===== config.mk =====
export PLATFORM = sky130hd
export DESIGN_NAME = main_bus
export DESIGN_NICKNAME = d
export VERILOG_FILES = /design/src/main_bus_pkg.sv /design/src/main_bus.sv /design/src/read_mux.sv /design/src/cab_io.sv /design/src/region_decoder.sv /design/src/wait_timer.sv /design/src/bus_cycle_fsm.sv
export SDC_FILE = /design/constraint.sdc
export NUM_CORES = 1
export LEC_CHECK = 0
export ABC_AREA = 1
export BUFFER_PORTS_ARGS = -buffer_cell sky130_fd_sc_hd__buf_2
export CAP_MARGIN = 40
export CELL_PAD_IN_SITES_DETAIL_PLACEMENT = 1
export CELL_PAD_IN_SITES_GLOBAL_PLACEMENT = 1
export CORE_MARGIN = 10
export CORE_UTILIZATION = 28
export DETAILED_ROUTE_END_ITERATION = 10
export PLACE_DENSITY_LB_ADDON = 0.12
export SLEW_MARGIN = 0
export SYNTH_ARGS = -nofsm -noshare
export SYNTH_HDL_FRONTEND = slang
export SYNTH_HIERARCHICAL = 1
export SYNTH_SLANG_ARGS = --single-unit

===== constraint.sdc =====
create_clock -name clk -period 2.38 [get_ports clk]
set_input_delay 0.357 -clock clk [delete_from_list [all_inputs] [get_ports clk]]
set_output_delay 0.357 -clock clk [all_outputs]
set_load 0.005 [all_outputs]

===== src/main_bus_pkg.sv =====
/* Shared types and constants of the main-CPU bus glue.
   The region map is fixed and word addressed (bits 23 to 1), no mapper.
   Wait-state count and open-bus value apply to every on-board device. */
package main_bus_pkg;

    // Target region of one bus cycle
    typedef enum logic [2:0] {
        reg_rom,
        reg_ram,
        reg_scr,
        reg_pal,
        reg_obj,
        reg_io,
        reg_none
    } region_e;

    // Bus cycle sequencing
    typedef enum logic [1:0] {
        st_idle,
        st_decode,
        st_wait,
        st_ack
    } cycle_state_e;

    // One cycle as presented by the master, held while asn is low
    typedef struct packed {
        logic [23:1] addr;
        logic [15:0] wdata;
        logic [1:0]  dsn;   // Upper, lower, active low
        logic        rnw;
    } bus_req_t;

    // One select per device, at most one set
    typedef struct packed {
        logic rom;
        logic ram;
        logic chr;
        logic vram;
        logic pal;
        logic obj;
        logic io;
        logic none;
    } cs_t;

    localparam logic [1:0]  fixed_wait = 2'd2;      // On-board devices
    localparam logic [15:0] open_bus   = 16'hffff;
    localparam logic [7:0]  adc_bias   = 8'h80;     // Pedal offset

    // Address bits 23..21
    localparam logic [2:0] map_rom = 3'd0;
    localparam logic [2:0] map_ram = 3'd1;
    localparam logic [2:0] map_scr = 3'd2;
    localparam logic [2:0] map_pal = 3'd3;
    localparam logic [2:0] map_obj = 3'd4;
    localparam logic [2:0] map_io  = 3'd5;

endpackage

===== src/main_bus.sv =====
/* Main-CPU bus glue of the racing board, CPU not included.
   One cycle in flight; bus_req must stay stable while asn is low.
   ROM and RAM answer through rom_ok and ram_ok, video blocks have no ok. */
`timescale 1ns/1ps

module main_bus (
    input  logic                   clk,
    input  logic                   rst,
    input  logic                   asn,
    input  main_bus_pkg::bus_req_t bus_req,
    input  logic [15:0]            rom_data,
    input  logic                   rom_ok,
    input  logic [15:0]            ram_data,
    input  logic                   ram_ok,
    input  logic [15:0]            char_dout,
    input  logic [15:0]            pal_dout,
    input  logic [15:0]            obj_dout,
    input  logic [7:0]             joystick1,
    input  logic [1:0]             coin_input,
    input  logic [1:0]             start_button,
    input  logic                   service,
    input  logic                   dip_test,
    input  logic [7:0]             dipsw_a,
    input  logic [7:0]             dipsw_b,
    input  logic [15:0]            joyana1,
    input  logic [15:0]            joyana2,
    output main_bus_pkg::cs_t      cs,
    output logic [23:1]            addr,
    output logic [15:0]            wdata,
    output logic                   rnw,
    output logic [1:0]             dsn,
    output logic [15:0]            rdata,
    output logic                   dtackn,
    output logic [1:0]             obj_cfg,
    output logic                   video_en,
    output logic                   snd_rstb
);
    import main_bus_pkg::*;

    region_e    region;
    logic       decode_en;
    logic       timer_start;
    logic       timer_done;
    logic       load_en;
    logic       cycle_end;
    logic       wr_stb;
    logic [7:0] io_dout;

    // Memory side sees the master's levels directly
    assign addr  = bus_req.addr;
    assign wdata = bus_req.wdata;
    assign rnw   = bus_req.rnw;
    assign dsn   = bus_req.dsn;

    assign wr_stb = load_en && !bus_req.rnw;    // rnw held for the whole cycle

    bus_cycle_fsm fsm_inst (
        .clk         (clk),
        .rst         (rst),
        .asn         (asn),
        .region      (region),
        .rnw         (bus_req.rnw),
        .rom_ok      (rom_ok),
        .ram_ok      (ram_ok),
        .timer_done  (timer_done),
        .decode_en   (decode_en),
        .timer_start (timer_start),
        .load_en     (load_en),
        .cycle_end   (cycle_end),
        .dtackn      (dtackn)
    );

    wait_timer timer_inst (
        .clk         (clk),
        .rst         (rst),
        .timer_start (timer_start),
        .timer_done  (timer_done)
    );

    region_decoder decoder_inst (
        .clk       (clk),
        .rst       (rst),
        .decode_en (decode_en),
        .cycle_end (cycle_end),
        .req       (bus_req),
        .region    (region),
        .cs        (cs)
    );

    cab_io cab_inst (
        .clk          (clk),
        .rst          (rst),
        .io_cs        (cs.io),
        .wr_stb       (wr_stb),
        .req          (bus_req),
        .joystick1    (joystick1),
        .coin_input   (coin_input),
        .start_button (start_button),
        .service      (service),
        .dip_test     (dip_test),
        .dipsw_a      (dipsw_a),
        .dipsw_b      (dipsw_b),
        .joyana1      (joyana1),
        .joyana2      (joyana2),
        .io_dout      (io_dout),
        .obj_cfg      (obj_cfg),
        .video_en     (video_en),
        .snd_rstb     (snd_rstb)
    );

    read_mux rmux_inst (
        .clk       (clk),
        .rst       (rst),
        .load_en   (load_en),
        .cs        (cs),
        .rom_data  (rom_data),
        .ram_data  (ram_data),
        .char_dout (char_dout),
        .pal_dout  (pal_dout),
        .obj_dout  (obj_dout),
        .io_dout   (io_dout),
        .rdata     (rdata)
    );

endmodule


===== src/read_mux.sv =====
/* Registered data-in bus to the master.
   Loads once per cycle and holds until the next load. */
`timescale 1ns/1ps

module read_mux (
    input  logic              clk,
    input  logic              rst,
    input  logic              load_en,
    input  main_bus_pkg::cs_t cs,
    input  logic [15:0]       rom_data,
    input  logic [15:0]       ram_data,
    input  logic [15:0]       char_dout,
    input  logic [15:0]       pal_dout,
    input  logic [15:0]       obj_dout,
    input  logic [7:0]        io_dout,
    output logic [15:0]       rdata
);
    import main_bus_pkg::*;

    logic [15:0] src;

    // Selects are one-hot, order does not matter
    always_comb begin
        if (cs.rom)
            src = rom_data;
        else if (cs.ram || cs.vram)
            src = ram_data;
        else if (cs.chr)
            src = char_dout;
        else if (cs.pal)
            src = pal_dout;
        else if (cs.obj)
            src = obj_dout;
        else if (cs.io)
            src = {8'hff, io_dout};  // Cabinet is 8 bits wide
        else
            src = open_bus;
    end

    always_ff @(posedge clk or posedge rst) begin
        if (rst) begin
            rdata <= 16'd0;
        end else if (load_en) begin
            rdata <= src;
        end
    end

endmodule


===== src/cab_io.sv =====
/* Cabinet I/O: output port latch and the switch, DIP and ADC reads.
   Only port 0 of group 0 is writable, through the low byte.
   The ADC read follows the channel held in the latch, with no conversion delay. */
`timescale 1ns/1ps

module cab_io (
    input  logic                   clk,
    input  logic                   rst,
    input  logic                   io_cs,
    input  logic                   wr_stb,
    input  main_bus_pkg::bus_req_t req,
    input  logic [7:0]             joystick1,
    input  logic [1:0]             coin_input,
    input  logic [1:0]             start_button,
    input  logic                   service,
    input  logic                   dip_test,
    input  logic [7:0]             dipsw_a,
    input  logic [7:0]             dipsw_b,
    input  logic [15:0]            joyana1,
    input  logic [15:0]            joyana2,
    output logic [7:0]             io_dout,
    output logic [1:0]             obj_cfg,
    output logic                   video_en,
    output logic                   snd_rstb
);
    import main_bus_pkg::*;

    logic [7:0] port_latch;
    logic [2:0] adc_ch;
    logic       latch_we;

    assign latch_we = wr_stb && io_cs && !req.dsn[0]
                   && req.addr[6:4] == 3'd0 && req.addr[2:1] == 2'd0;

    always_ff @(posedge clk or posedge rst) begin
        if (rst) begin
            port_latch <= 8'd0;
        end else if (latch_we) begin
            port_latch <= req.wdata[7:0];
        end
    end

    assign obj_cfg  = port_latch[7:6];  // Object engine and colour mixer
    assign video_en = port_latch[5];
    assign adc_ch   = port_latch[4:2];
    assign snd_rstb = port_latch[0];

    always_comb begin
        io_dout = 8'hff;
        case (req.addr[6:4])
            3'd0: io_dout = port_latch;
            3'd1: begin
                case (req.addr[2:1])
                    2'd0: io_dout = {coin_input, 1'b0, joystick1[4], start_button[0],
                                     service, dip_test, 1'b1};
                    2'd1: io_dout = 8'hff;
                    2'd2: io_dout = dipsw_a;
                    default: io_dout = dipsw_b;
                endcase
            end
            3'd3: begin
                case (adc_ch)
                    3'd0: io_dout = joyana1[7:0];               // Wheel
                    3'd1: io_dout = joyana1[15:8] + adc_bias;   // Gas
                    3'd2: io_dout = joyana2[15:8] + adc_bias;   // Brake
                    default: io_dout = 8'hff;
                endcase
            end
            default: io_dout = 8'hff;
        endcase
    end

endmodule


===== src/region_decoder.sv =====
/* Fixed address map to region and one-hot chip select, registered per cycle.
   ROM writes, and RAM or VRAM cycles with both data strobes high, end as none.
   The request must be stable during decode_en. */
`timescale 1ns/1ps

module region_decoder (
    input  logic                   clk,
    input  logic                   rst,
    input  logic                   decode_en,
    input  logic                   cycle_end,
    input  main_bus_pkg::bus_req_t req,
    output main_bus_pkg::region_e  region,
    output main_bus_pkg::cs_t      cs
);
    import main_bus_pkg::*;

    region_e region_nx;
    cs_t     cs_nx;
    logic    any_ds;

    assign any_ds = ~&req.dsn;

    always_comb begin
        region_nx = reg_none;
        cs_nx     = '0;
        case (req.addr[23:21])
            map_rom: begin
                if (req.rnw) begin
                    region_nx = reg_rom;
                    cs_nx.rom = 1'b1;
                end
            end
            map_ram: begin
                if (any_ds) begin
                    region_nx = reg_ram;
                    cs_nx.ram = 1'b1;
                end
            end
            map_scr: begin
                if (req.addr[16]) begin
                    region_nx = reg_scr;
                    cs_nx.chr = 1'b1;   // Character RAM
                end else if (any_ds) begin
                    region_nx  = reg_scr;
                    cs_nx.vram = 1'b1;  // Shares the RAM port
                end
            end
            map_pal: begin
                region_nx = reg_pal;
                cs_nx.pal = 1'b1;
            end
            map_obj: begin
                region_nx = reg_obj;
                cs_nx.obj = 1'b1;
            end
            map_io: begin
                region_nx = reg_io;
                cs_nx.io  = 1'b1;
            end
            default: ;
        endcase
        if (region_nx == reg_none) cs_nx.none = 1'b1; // Unmapped or refused
    end

    always_ff @(posedge clk or posedge rst) begin
        if (rst) begin
            region <= reg_none;
            cs     <= '0;
        end else if (cycle_end) begin
            region <= reg_none;
            cs     <= '0;
        end else if (decode_en) begin
            region <= region_nx;
            cs     <= cs_nx;
        end
    end

endmodule


===== src/wait_timer.sv =====
/* Fixed wait states for on-board regions.
   timer_done stays high while idle, so it only means something after a start. */
`timescale 1ns/1ps

module wait_timer (
    input  logic clk,
    input  logic rst,
    input  logic timer_start,
    output logic timer_done
);
    import main_bus_pkg::*;

    logic [1:0] count;

    always_ff @(posedge clk or posedge rst) begin
        if (rst) begin
            count <= 2'd0;
        end else if (timer_start) begin
            count <= fixed_wait;
        end else if (count != 2'd0) begin
            count <= count - 2'd1;  // Stops at zero
        end
    end

    // A pending load hides the old zero count
    assign timer_done = (count == 2'd0) && !timer_start;

endmodule


===== src/bus_cycle_fsm.sv =====
/* Sequences one bus cycle from address strobe to acknowledge release.
   The master must keep asn low until dtackn falls; an early release is not handled.
   ROM and RAM end on their ok level, everything else on the wait timer. */
`timescale 1ns/1ps

module bus_cycle_fsm (
    input  logic                 clk,
    input  logic                 rst,
    input  logic                 asn,
    input  main_bus_pkg::region_e region,
    input  logic                 rnw,
    input  logic                 rom_ok,
    input  logic                 ram_ok,
    input  logic                 timer_done,
    output logic                 decode_en,
    output logic                 timer_start,
    output logic                 load_en,
    output logic                 cycle_end,
    output logic                 dtackn
);
    import main_bus_pkg::*;

    cycle_state_e state;
    cycle_state_e state_nx;
    logic         wait_done;

    // Which condition closes st_wait
    always_comb begin
        case (region)
            reg_rom: wait_done = rnw ? rom_ok : timer_done; // Writes never see rom_ok
            reg_ram: wait_done = ram_ok;
            default: wait_done = timer_done;
        endcase
    end

    always_comb begin
        state_nx = state;
        case (state)
            st_idle: begin
                if (!asn) state_nx = st_decode;
            end
            st_decode: state_nx = st_wait;
            st_wait: begin
                if (wait_done) state_nx = st_ack;
            end
            st_ack: begin
                if (asn) state_nx = st_idle;   // Master has seen dtackn
            end
            default: state_nx = st_idle;
        endcase
    end

    always_ff @(posedge clk or posedge rst) begin
        if (rst) begin
            state <= st_idle;
        end else begin
            state <= state_nx;
        end
    end

    assign decode_en   = (state == st_decode);
    assign timer_start = (state == st_decode);  // Timer runs from wait entry
    assign load_en     = (state == st_wait) && wait_done;
    assign cycle_end   = (state == st_ack) && asn;
    assign dtackn      = (state != st_ack);

endmodule


## Word level (Yosys, flattened, before mapping)

Cells that the tools add are included.

- Add/subtract/negate cells: 3
- Eq/ne operators: 20
- Mux-type cells: 37
- Reductions and logical operators: 24

Operators with widths:

| kind | number |
|---|---|
| 16-bit two-way mux | 5 |
| 8-bit case mux with 3 select lines | 3 |
| 8-bit two-way mux | 3 |
| 3-bit two-way mux | 6 |
| 3-bit case mux with 6 select lines | 1 |
| 8-bit adder (second input constant) | 2 |
| 3-bit by 1-bit equality test with 1-bit output (second input constant) | 4 |
| 3-bit by 2-bit equality test with 1-bit output (second input constant) | 4 |
| 3-bit zero test | 4 |
| 2-bit two-way mux | 6 |
| 1-bit two-way mux | 11 |
| 3-bit equality test (second input constant) | 3 |
| 1-bit logical AND | 8 |
| 2-bit case mux with 4 select lines | 1 |
| 2-bit equality test (second input constant) | 3 |
| 2-bit zero test | 3 |
| 2-bit inequality test (second input constant) | 3 |
| 2-bit nonzero test | 3 |
| 2-bit by 1-bit equality test with 1-bit output (second input constant) | 2 |
| 1-bit zero test | 3 |
| 3-bit AND reduction | 1 |
| 2-bit by 1-bit inequality test with 1-bit output (second input constant) | 1 |
| 1-bit case mux with 2 select lines | 1 |
| 2-bit AND reduction | 1 |
| 2 further kinds | 2 |

- Register bits: 39
- Word-level logic and storage cells: 97

## Depth between registers and ports, before layout

- Depth after elaboration: 11
- Gate-level depth with buffers: 17
- Mapped depth without buffers: 16

## Modules after synthesis

Netlist, hierarchy kept.

Modules (own cells, without submodules):

| module | times used | cells an instance | area an instance (sq um) |
|---|---|---|---|
| read_mux | 1 | 281 | 1642.8 |
| cab_io | 1 | 183 | 1038.5 |
| region_decoder | 1 | 70 | 558.0 |
| main_bus | 1 | 44 | 325.3 |
| bus_cycle_fsm | 1 | 36 | 245.2 |
| wait_timer | 1 | 16 | 127.6 |

## Worst setup path after synthesis

OpenSTA, ideal clock, no wires.

- Path type: reg2reg
- Start point: reg fsm_inst.state[1]
- End point: reg cab_inst.port_latch[0]
- Library setup time: 0.117 ns
- Arrival: 1.903 ns
- Data required time: 2.263 ns
- Slack: 0.360 ns
- Stages on the path, launching flop included: 15
- Buffers on the path: 2
- Cells stage by stage: dfrtp_1 -> inv_1 -> ha_1 -> buf_4 -> nor2_1 -> nand2_2 -> a21boi_0 -> inv_1 -> nor2_2 -> nand2_1 -> nor2_1 -> nand4_4 -> buf_6 -> nand2_2 -> o21ai_2

- Word-level cells in the longest chain between the ends: 11
- Elaborated cells between the ends (all ways): 12

RTL lines:

| what | RTL line | source |
|---|---|---|
| start: declaration | bus_cycle_fsm.sv:23 | `cycle_state_e state;` |
| start signal: assignment | bus_cycle_fsm.sv:55 | `state <= st_idle;` |
| start signal: assignment | bus_cycle_fsm.sv:57 | `state <= state_nx;` |
| 2-bit by 1-bit equality test with 1-bit output (*) | n/a |  |
| named net decode_en | main_bus.sv:41 | `logic decode_en;` |
| 1-bit zero test (*) | wait_timer.sv:26 | `assign timer_done = (count == 2'd0) && !timer_start;` |
| 1-bit logical AND (*) | wait_timer.sv:26 |  |
| named net timer_done | main_bus.sv:43 | `logic timer_done;` |
| 1-bit two-way mux | bus_cycle_fsm.sv:30 | `reg_rom: wait_done = rnw ? rom_ok : timer_done;` |
| 1-bit case mux with 2 select lines (*) | bus_cycle_fsm.sv:29 | `case (region)` |
| 1-bit logical AND (*) | bus_cycle_fsm.sv:63 | `assign load_en = (state == st_wait) && wait_done;` |
| named net load_en | main_bus.sv:44 | `logic load_en;` |
| 1-bit logical AND (*) | main_bus.sv:55 | `assign wr_stb = load_en && !bus_req.rnw;` |
| named net wr_stb | main_bus.sv:46 | `logic wr_stb;` |
| 1-bit logical AND (*) (2 in a row) | cab_io.sv:32 | `assign latch_we = wr_stb && io_cs && !req.dsn[0]` |
| 1-bit logical AND (*) (2 in a row) | cab_io.sv:33 | `&& req.addr[6:4] == 3'd0 && req.addr[2:1] == 2'd0;` |
| end signal: assignment | cab_io.sv:39 | `port_latch <= req.wdata[7:0];` |
| end: declaration | cab_io.sv:28 | `logic [7:0] port_latch;` |

The timed path passes the listed nets; every way through them passes the cells marked *.
A chain may end at the register's enable or synchronous reset.

## Worst setup path after layout

- Start point: reg timer_inst.count[0]
- End point: reg cab_inst.port_latch[4]

- Word-level cells in the longest chain between the ends: 10

RTL lines:

| what | RTL line | source |
|---|---|---|
| start: declaration | wait_timer.sv:13 | `logic [1:0] count;` |
| start signal: assignment | wait_timer.sv:19 | `count <= fixed_wait;` |
| start signal: assignment | wait_timer.sv:21 | `count <= count - 2'd1;` |
| 2-bit zero test (*) | wait_timer.sv:26 |  |
| 1-bit logical AND (*) | wait_timer.sv:26 |  |
| named net timer_done | main_bus.sv:43 |  |
| 1-bit two-way mux | bus_cycle_fsm.sv:30 |  |
| 1-bit case mux with 2 select lines (*) | bus_cycle_fsm.sv:29 |  |
| 1-bit logical AND (*) | bus_cycle_fsm.sv:63 |  |
| named net load_en | main_bus.sv:44 |  |
| 1-bit logical AND (*) | main_bus.sv:55 |  |
| named net wr_stb | main_bus.sv:46 |  |
| 1-bit logical AND (*) (2 in a row) | cab_io.sv:32 |  |
| 1-bit logical AND (*) (2 in a row) | cab_io.sv:33 |  |

Marks and branches as above.

==> results.sh <==
export IMPL_dr_pass1_iters=4
export IMPL_synth_seq_cells=39
export IMPL_drc=0
export IMPL_yosysMostFrequentCell="nand2_1"
export IMPL_maxSlewViolCount=0
export IMPL_synthXorXnorAreaFrac=0
export IMPL_fp_coreArea_um2=13800
export IMPL_path_class="reg -> reg"
export IMPL_ir_drop_v=0.000498
export IMPL_final_setup_skew_ns=0.00640
export IMPL_fin_crit_ns=2.12
export IMPL_synth_common_cells="nand2_1 (231), inv_1 (77), a21oi_1 (49)"
export IMPL_ant_nets=0
export IMPL_dieHeight_um=139
export IMPL_clkSlewWorstSetupHoldPaths_ns=0.06
export IMPL_cp_start_kind="register"
export IMPL_synth_edff_count=0
export IMPL_path_buf_inv=4
export IMPL_clock_path_buffers=2
export IMPL_powerDensity_nw_per_um2=827
export IMPL_port_buffers=199
export IMPL_cellLeakagePower_nw=2.88
export IMPL_antenna_found_initial=0
export IMPL_die_w_um=139
export IMPL_clkLatencyLatePin_ns=0.28
export IMPL_cts_tree="yes"
export IMPL_rows=43
export IMPL_cpMaxStageDelayCell="dfrtp_1"
export IMPL_cp_cell_sequence="inv_1 -> ha_1 -> inv_2 -> nor2_1 -> nand2_2 -> a21boi_1 -> inv_1 -> nor2_2 -> nand2_1 -> nor2_1 -> nand4_4 -> buf_12 -> nand2_1 -> o21ai_2"
export IMPL_endpoint_kind="register"
export IMPL_routedWlPerCell_um=16.1
export IMPL_synth_top_family_by_area="simple AND/OR/NAND/NOR gates"
export IMPL_synth_top_area_share=0.235
export IMPL_final_nets=974
export IMPL_dp_cells=951
export IMPL_fmax_mhz=471
export IMPL_fin_crit_sh=0.892
export IMPL_hold_path_class="in -> reg"
export IMPL_vias_per_cell=4.53
export IMPL_cts_sinks=39
export IMPL_die_area_um2=19200
export IMPL_critical_path_max_stage_delay_ns=0.38
export IMPL_area_growth_pct=23.5
export IMPL_cts_htree_levels=2
export IMPL_worst_slew_pin_slew_ns=0.671
export IMPL_gp_congestion=0.824
export IMPL_pin_count=260
export IMPL_grt_pass1_vias=4801
export IMPL_ys_flop_type="dfrtp_1"
export IMPL_dp_hpwl_um=13100
export IMPL_grt_pass1_wl_um=24700
export IMPL_cp_max_fo=16
export IMPL_async_flop_share=1.00
export IMPL_synthTopCellsByArea="dfrtp_1 (24%), nand2_1 (22%), buf_4 (9.0%), inv_1 (7.3%), a21oi_1 (6.2%)"
export IMPL_yosysTopAreaCell="dfrtp_1"
export IMPL_required_ns=2.54
export IMPL_synth_fa_ha_area_frac=0.0159
export IMPL_max_cap_violations=0
export IMPL_drt_wl_total_um=15400
export IMPL_layout_cells_non_filler=961
export IMPL_synth_compound_area_frac=0.119
export IMPL_diodes=0
export IMPL_drtIter0Drc=127
export IMPL_overflow=0
export IMPL_initial_core_util=0.285
export IMPL_synthDistinctLibCells=35
export IMPL_tns_ns=0
export IMPL_syn_inst=630
export IMPL_seq_area_frac_synth=0.248
export IMPL_rsz0062_at_grt="false"
export IMPL_finalHoldViolCount=0
export IMPL_vias=4352
export IMPL_syn_avg_cell_area_um2=6.25
export IMPL_yosys_warnings=6
export IMPL_crit_family="simple AND/OR/NAND/NOR gates"
export IMPL_arrival_ns=2.29
export IMPL_grt_max_degree=33
export IMPL_netlist_area_um2=3940
export IMPL_synthSimpleGateAreaFrac=0.395
export IMPL_synthMuxAreaShare=0
export IMPL_synth_nets=824
export IMPL_grt_usage=0.154
export IMPL_setup_violations=0
export IMPL_layout_drive_gt1_share=0.351
export IMPL_cts_made_buffers=5
export IMPL_status="complete, no violations"
export IMPL_cts_root_buf="clkbuf_16"
export IMPL_slew_headroom=0.552
==> worst min-delay path: cells and delay by family <==
| kind | cells | cell delay, ns |
|---|---|---|
| buf+inv | 2 | 0.16 |
| compound gates | 1 | 0.05 |
==> worst paths after layout <==
path                                     startpoint                     end  slack, ns  cells after the start
worst max-delay path            timer_inst/count[0]  cab_inst/port_latch[4]       0.26                     14
max in group asynchronous                       rst     rmux_inst/rdata[10]       1.15                      3
min in group asynchronous                       rst       fsm_inst/state[1]       0.55                      3
worst min register to register   rmux_inst/rdata[1]      rmux_inst/rdata[1]       0.48                      2
worst max register to register  timer_inst/count[0]  cab_inst/port_latch[4]       0.26                     14
worst min-delay path                    bus_req[10]  cab_inst/port_latch[7]       0.33                      3
==> per-stage QoR <==
step	setup WS, ns	hold WS (ns)	power [mW]	util	area (µm²)
CTS	0.0154	0.333	4.10	0.350	4840
global route	0.0223	0.346	4.42	0.352	4860
floorplan	0.360	0.0982	2.62	-	3940
detailed placement	0.0474	0.285	3.31	0.337	4660
global placement	0.189	0.276	3.22	0.337	4660
finish	0.257	0.328	4.02	0.352	4860
==> state kept, by name, summed over array words and instances (netlist names) <==
signal / count
timer_inst/count: 2
decoder_inst/cs: 8
decoder_inst/region: 3
rmux_inst/rdata: 16
fsm_inst/state: 2
cab_inst/port_latch: 8
==> per-layer routing <==
metal  up-vias  part of all wire  GRT usage  wire (µm)
met5         -                 0          0          0
met4         0            0.0071     0.0222        110
met3        12             0.063     0.0342        967
met2       123              0.49      0.275       7600
met1      2024              0.44      0.187       6760
li1       2193                 -          -          -
==> cells in the final DEF (no fill, tap or decap), drive strengths merged <==
master	count
inv	86
o211ai	1
bufinv	1
nand2	238
a22o	1
o21ai	14
nor3	1
clkbuf	5
ha	5
a21boi	2
a32o	2
clkinv	3
dfstp	2
nand3	44
a31oi	1
dlygate4sd3	1
nand4	1
o31ai	1
a21oi	50
dfrtp	37
or2	3
nor2	68
buf	206
o22ai	8
==> cells by family after synthesis <==
| logic type | Yosys count |
|---|---|
| adder cells (fa/ha/maj) | 5 |
| AND/OR/NAND/NOR | 355 |
| AO/OA/AOI/OAI | 80 |
| buffers and inverters | 151 |
| flip-flops | 39 |
==> layout make-up <==
cell class | count | area [µm²]
inverter | 87 | 332
sequential | 39 | 978
fill | 1895 | 8970
multi-input combinational | 440 | 2090
clock inverter | 3 | 43.8
tap | 180 | 225
clock buffer | 5 | 125
timing repair buffer | 207 | 1070
==> report_power, final <==
group / total (mW) / switching [mW] / internal (mW)
combinational: 2.17 / 1.35 / 0.821
sequential: 1.08 / 0.171 / 0.913
clock: 0.768 / 0.274 / 0.495
total: 4.02 / 1.79 / 2.23
==> repair_timing <==
item                       4_1_cts  5_1_grt
gates resized for setup          0        1
hold buffers                     1        0
setup buffers                    0        1
hold endpoints to repair         4        0
setup endpoints to repair        0        8
No activity file was read; power rests on OpenSTA's default activity.
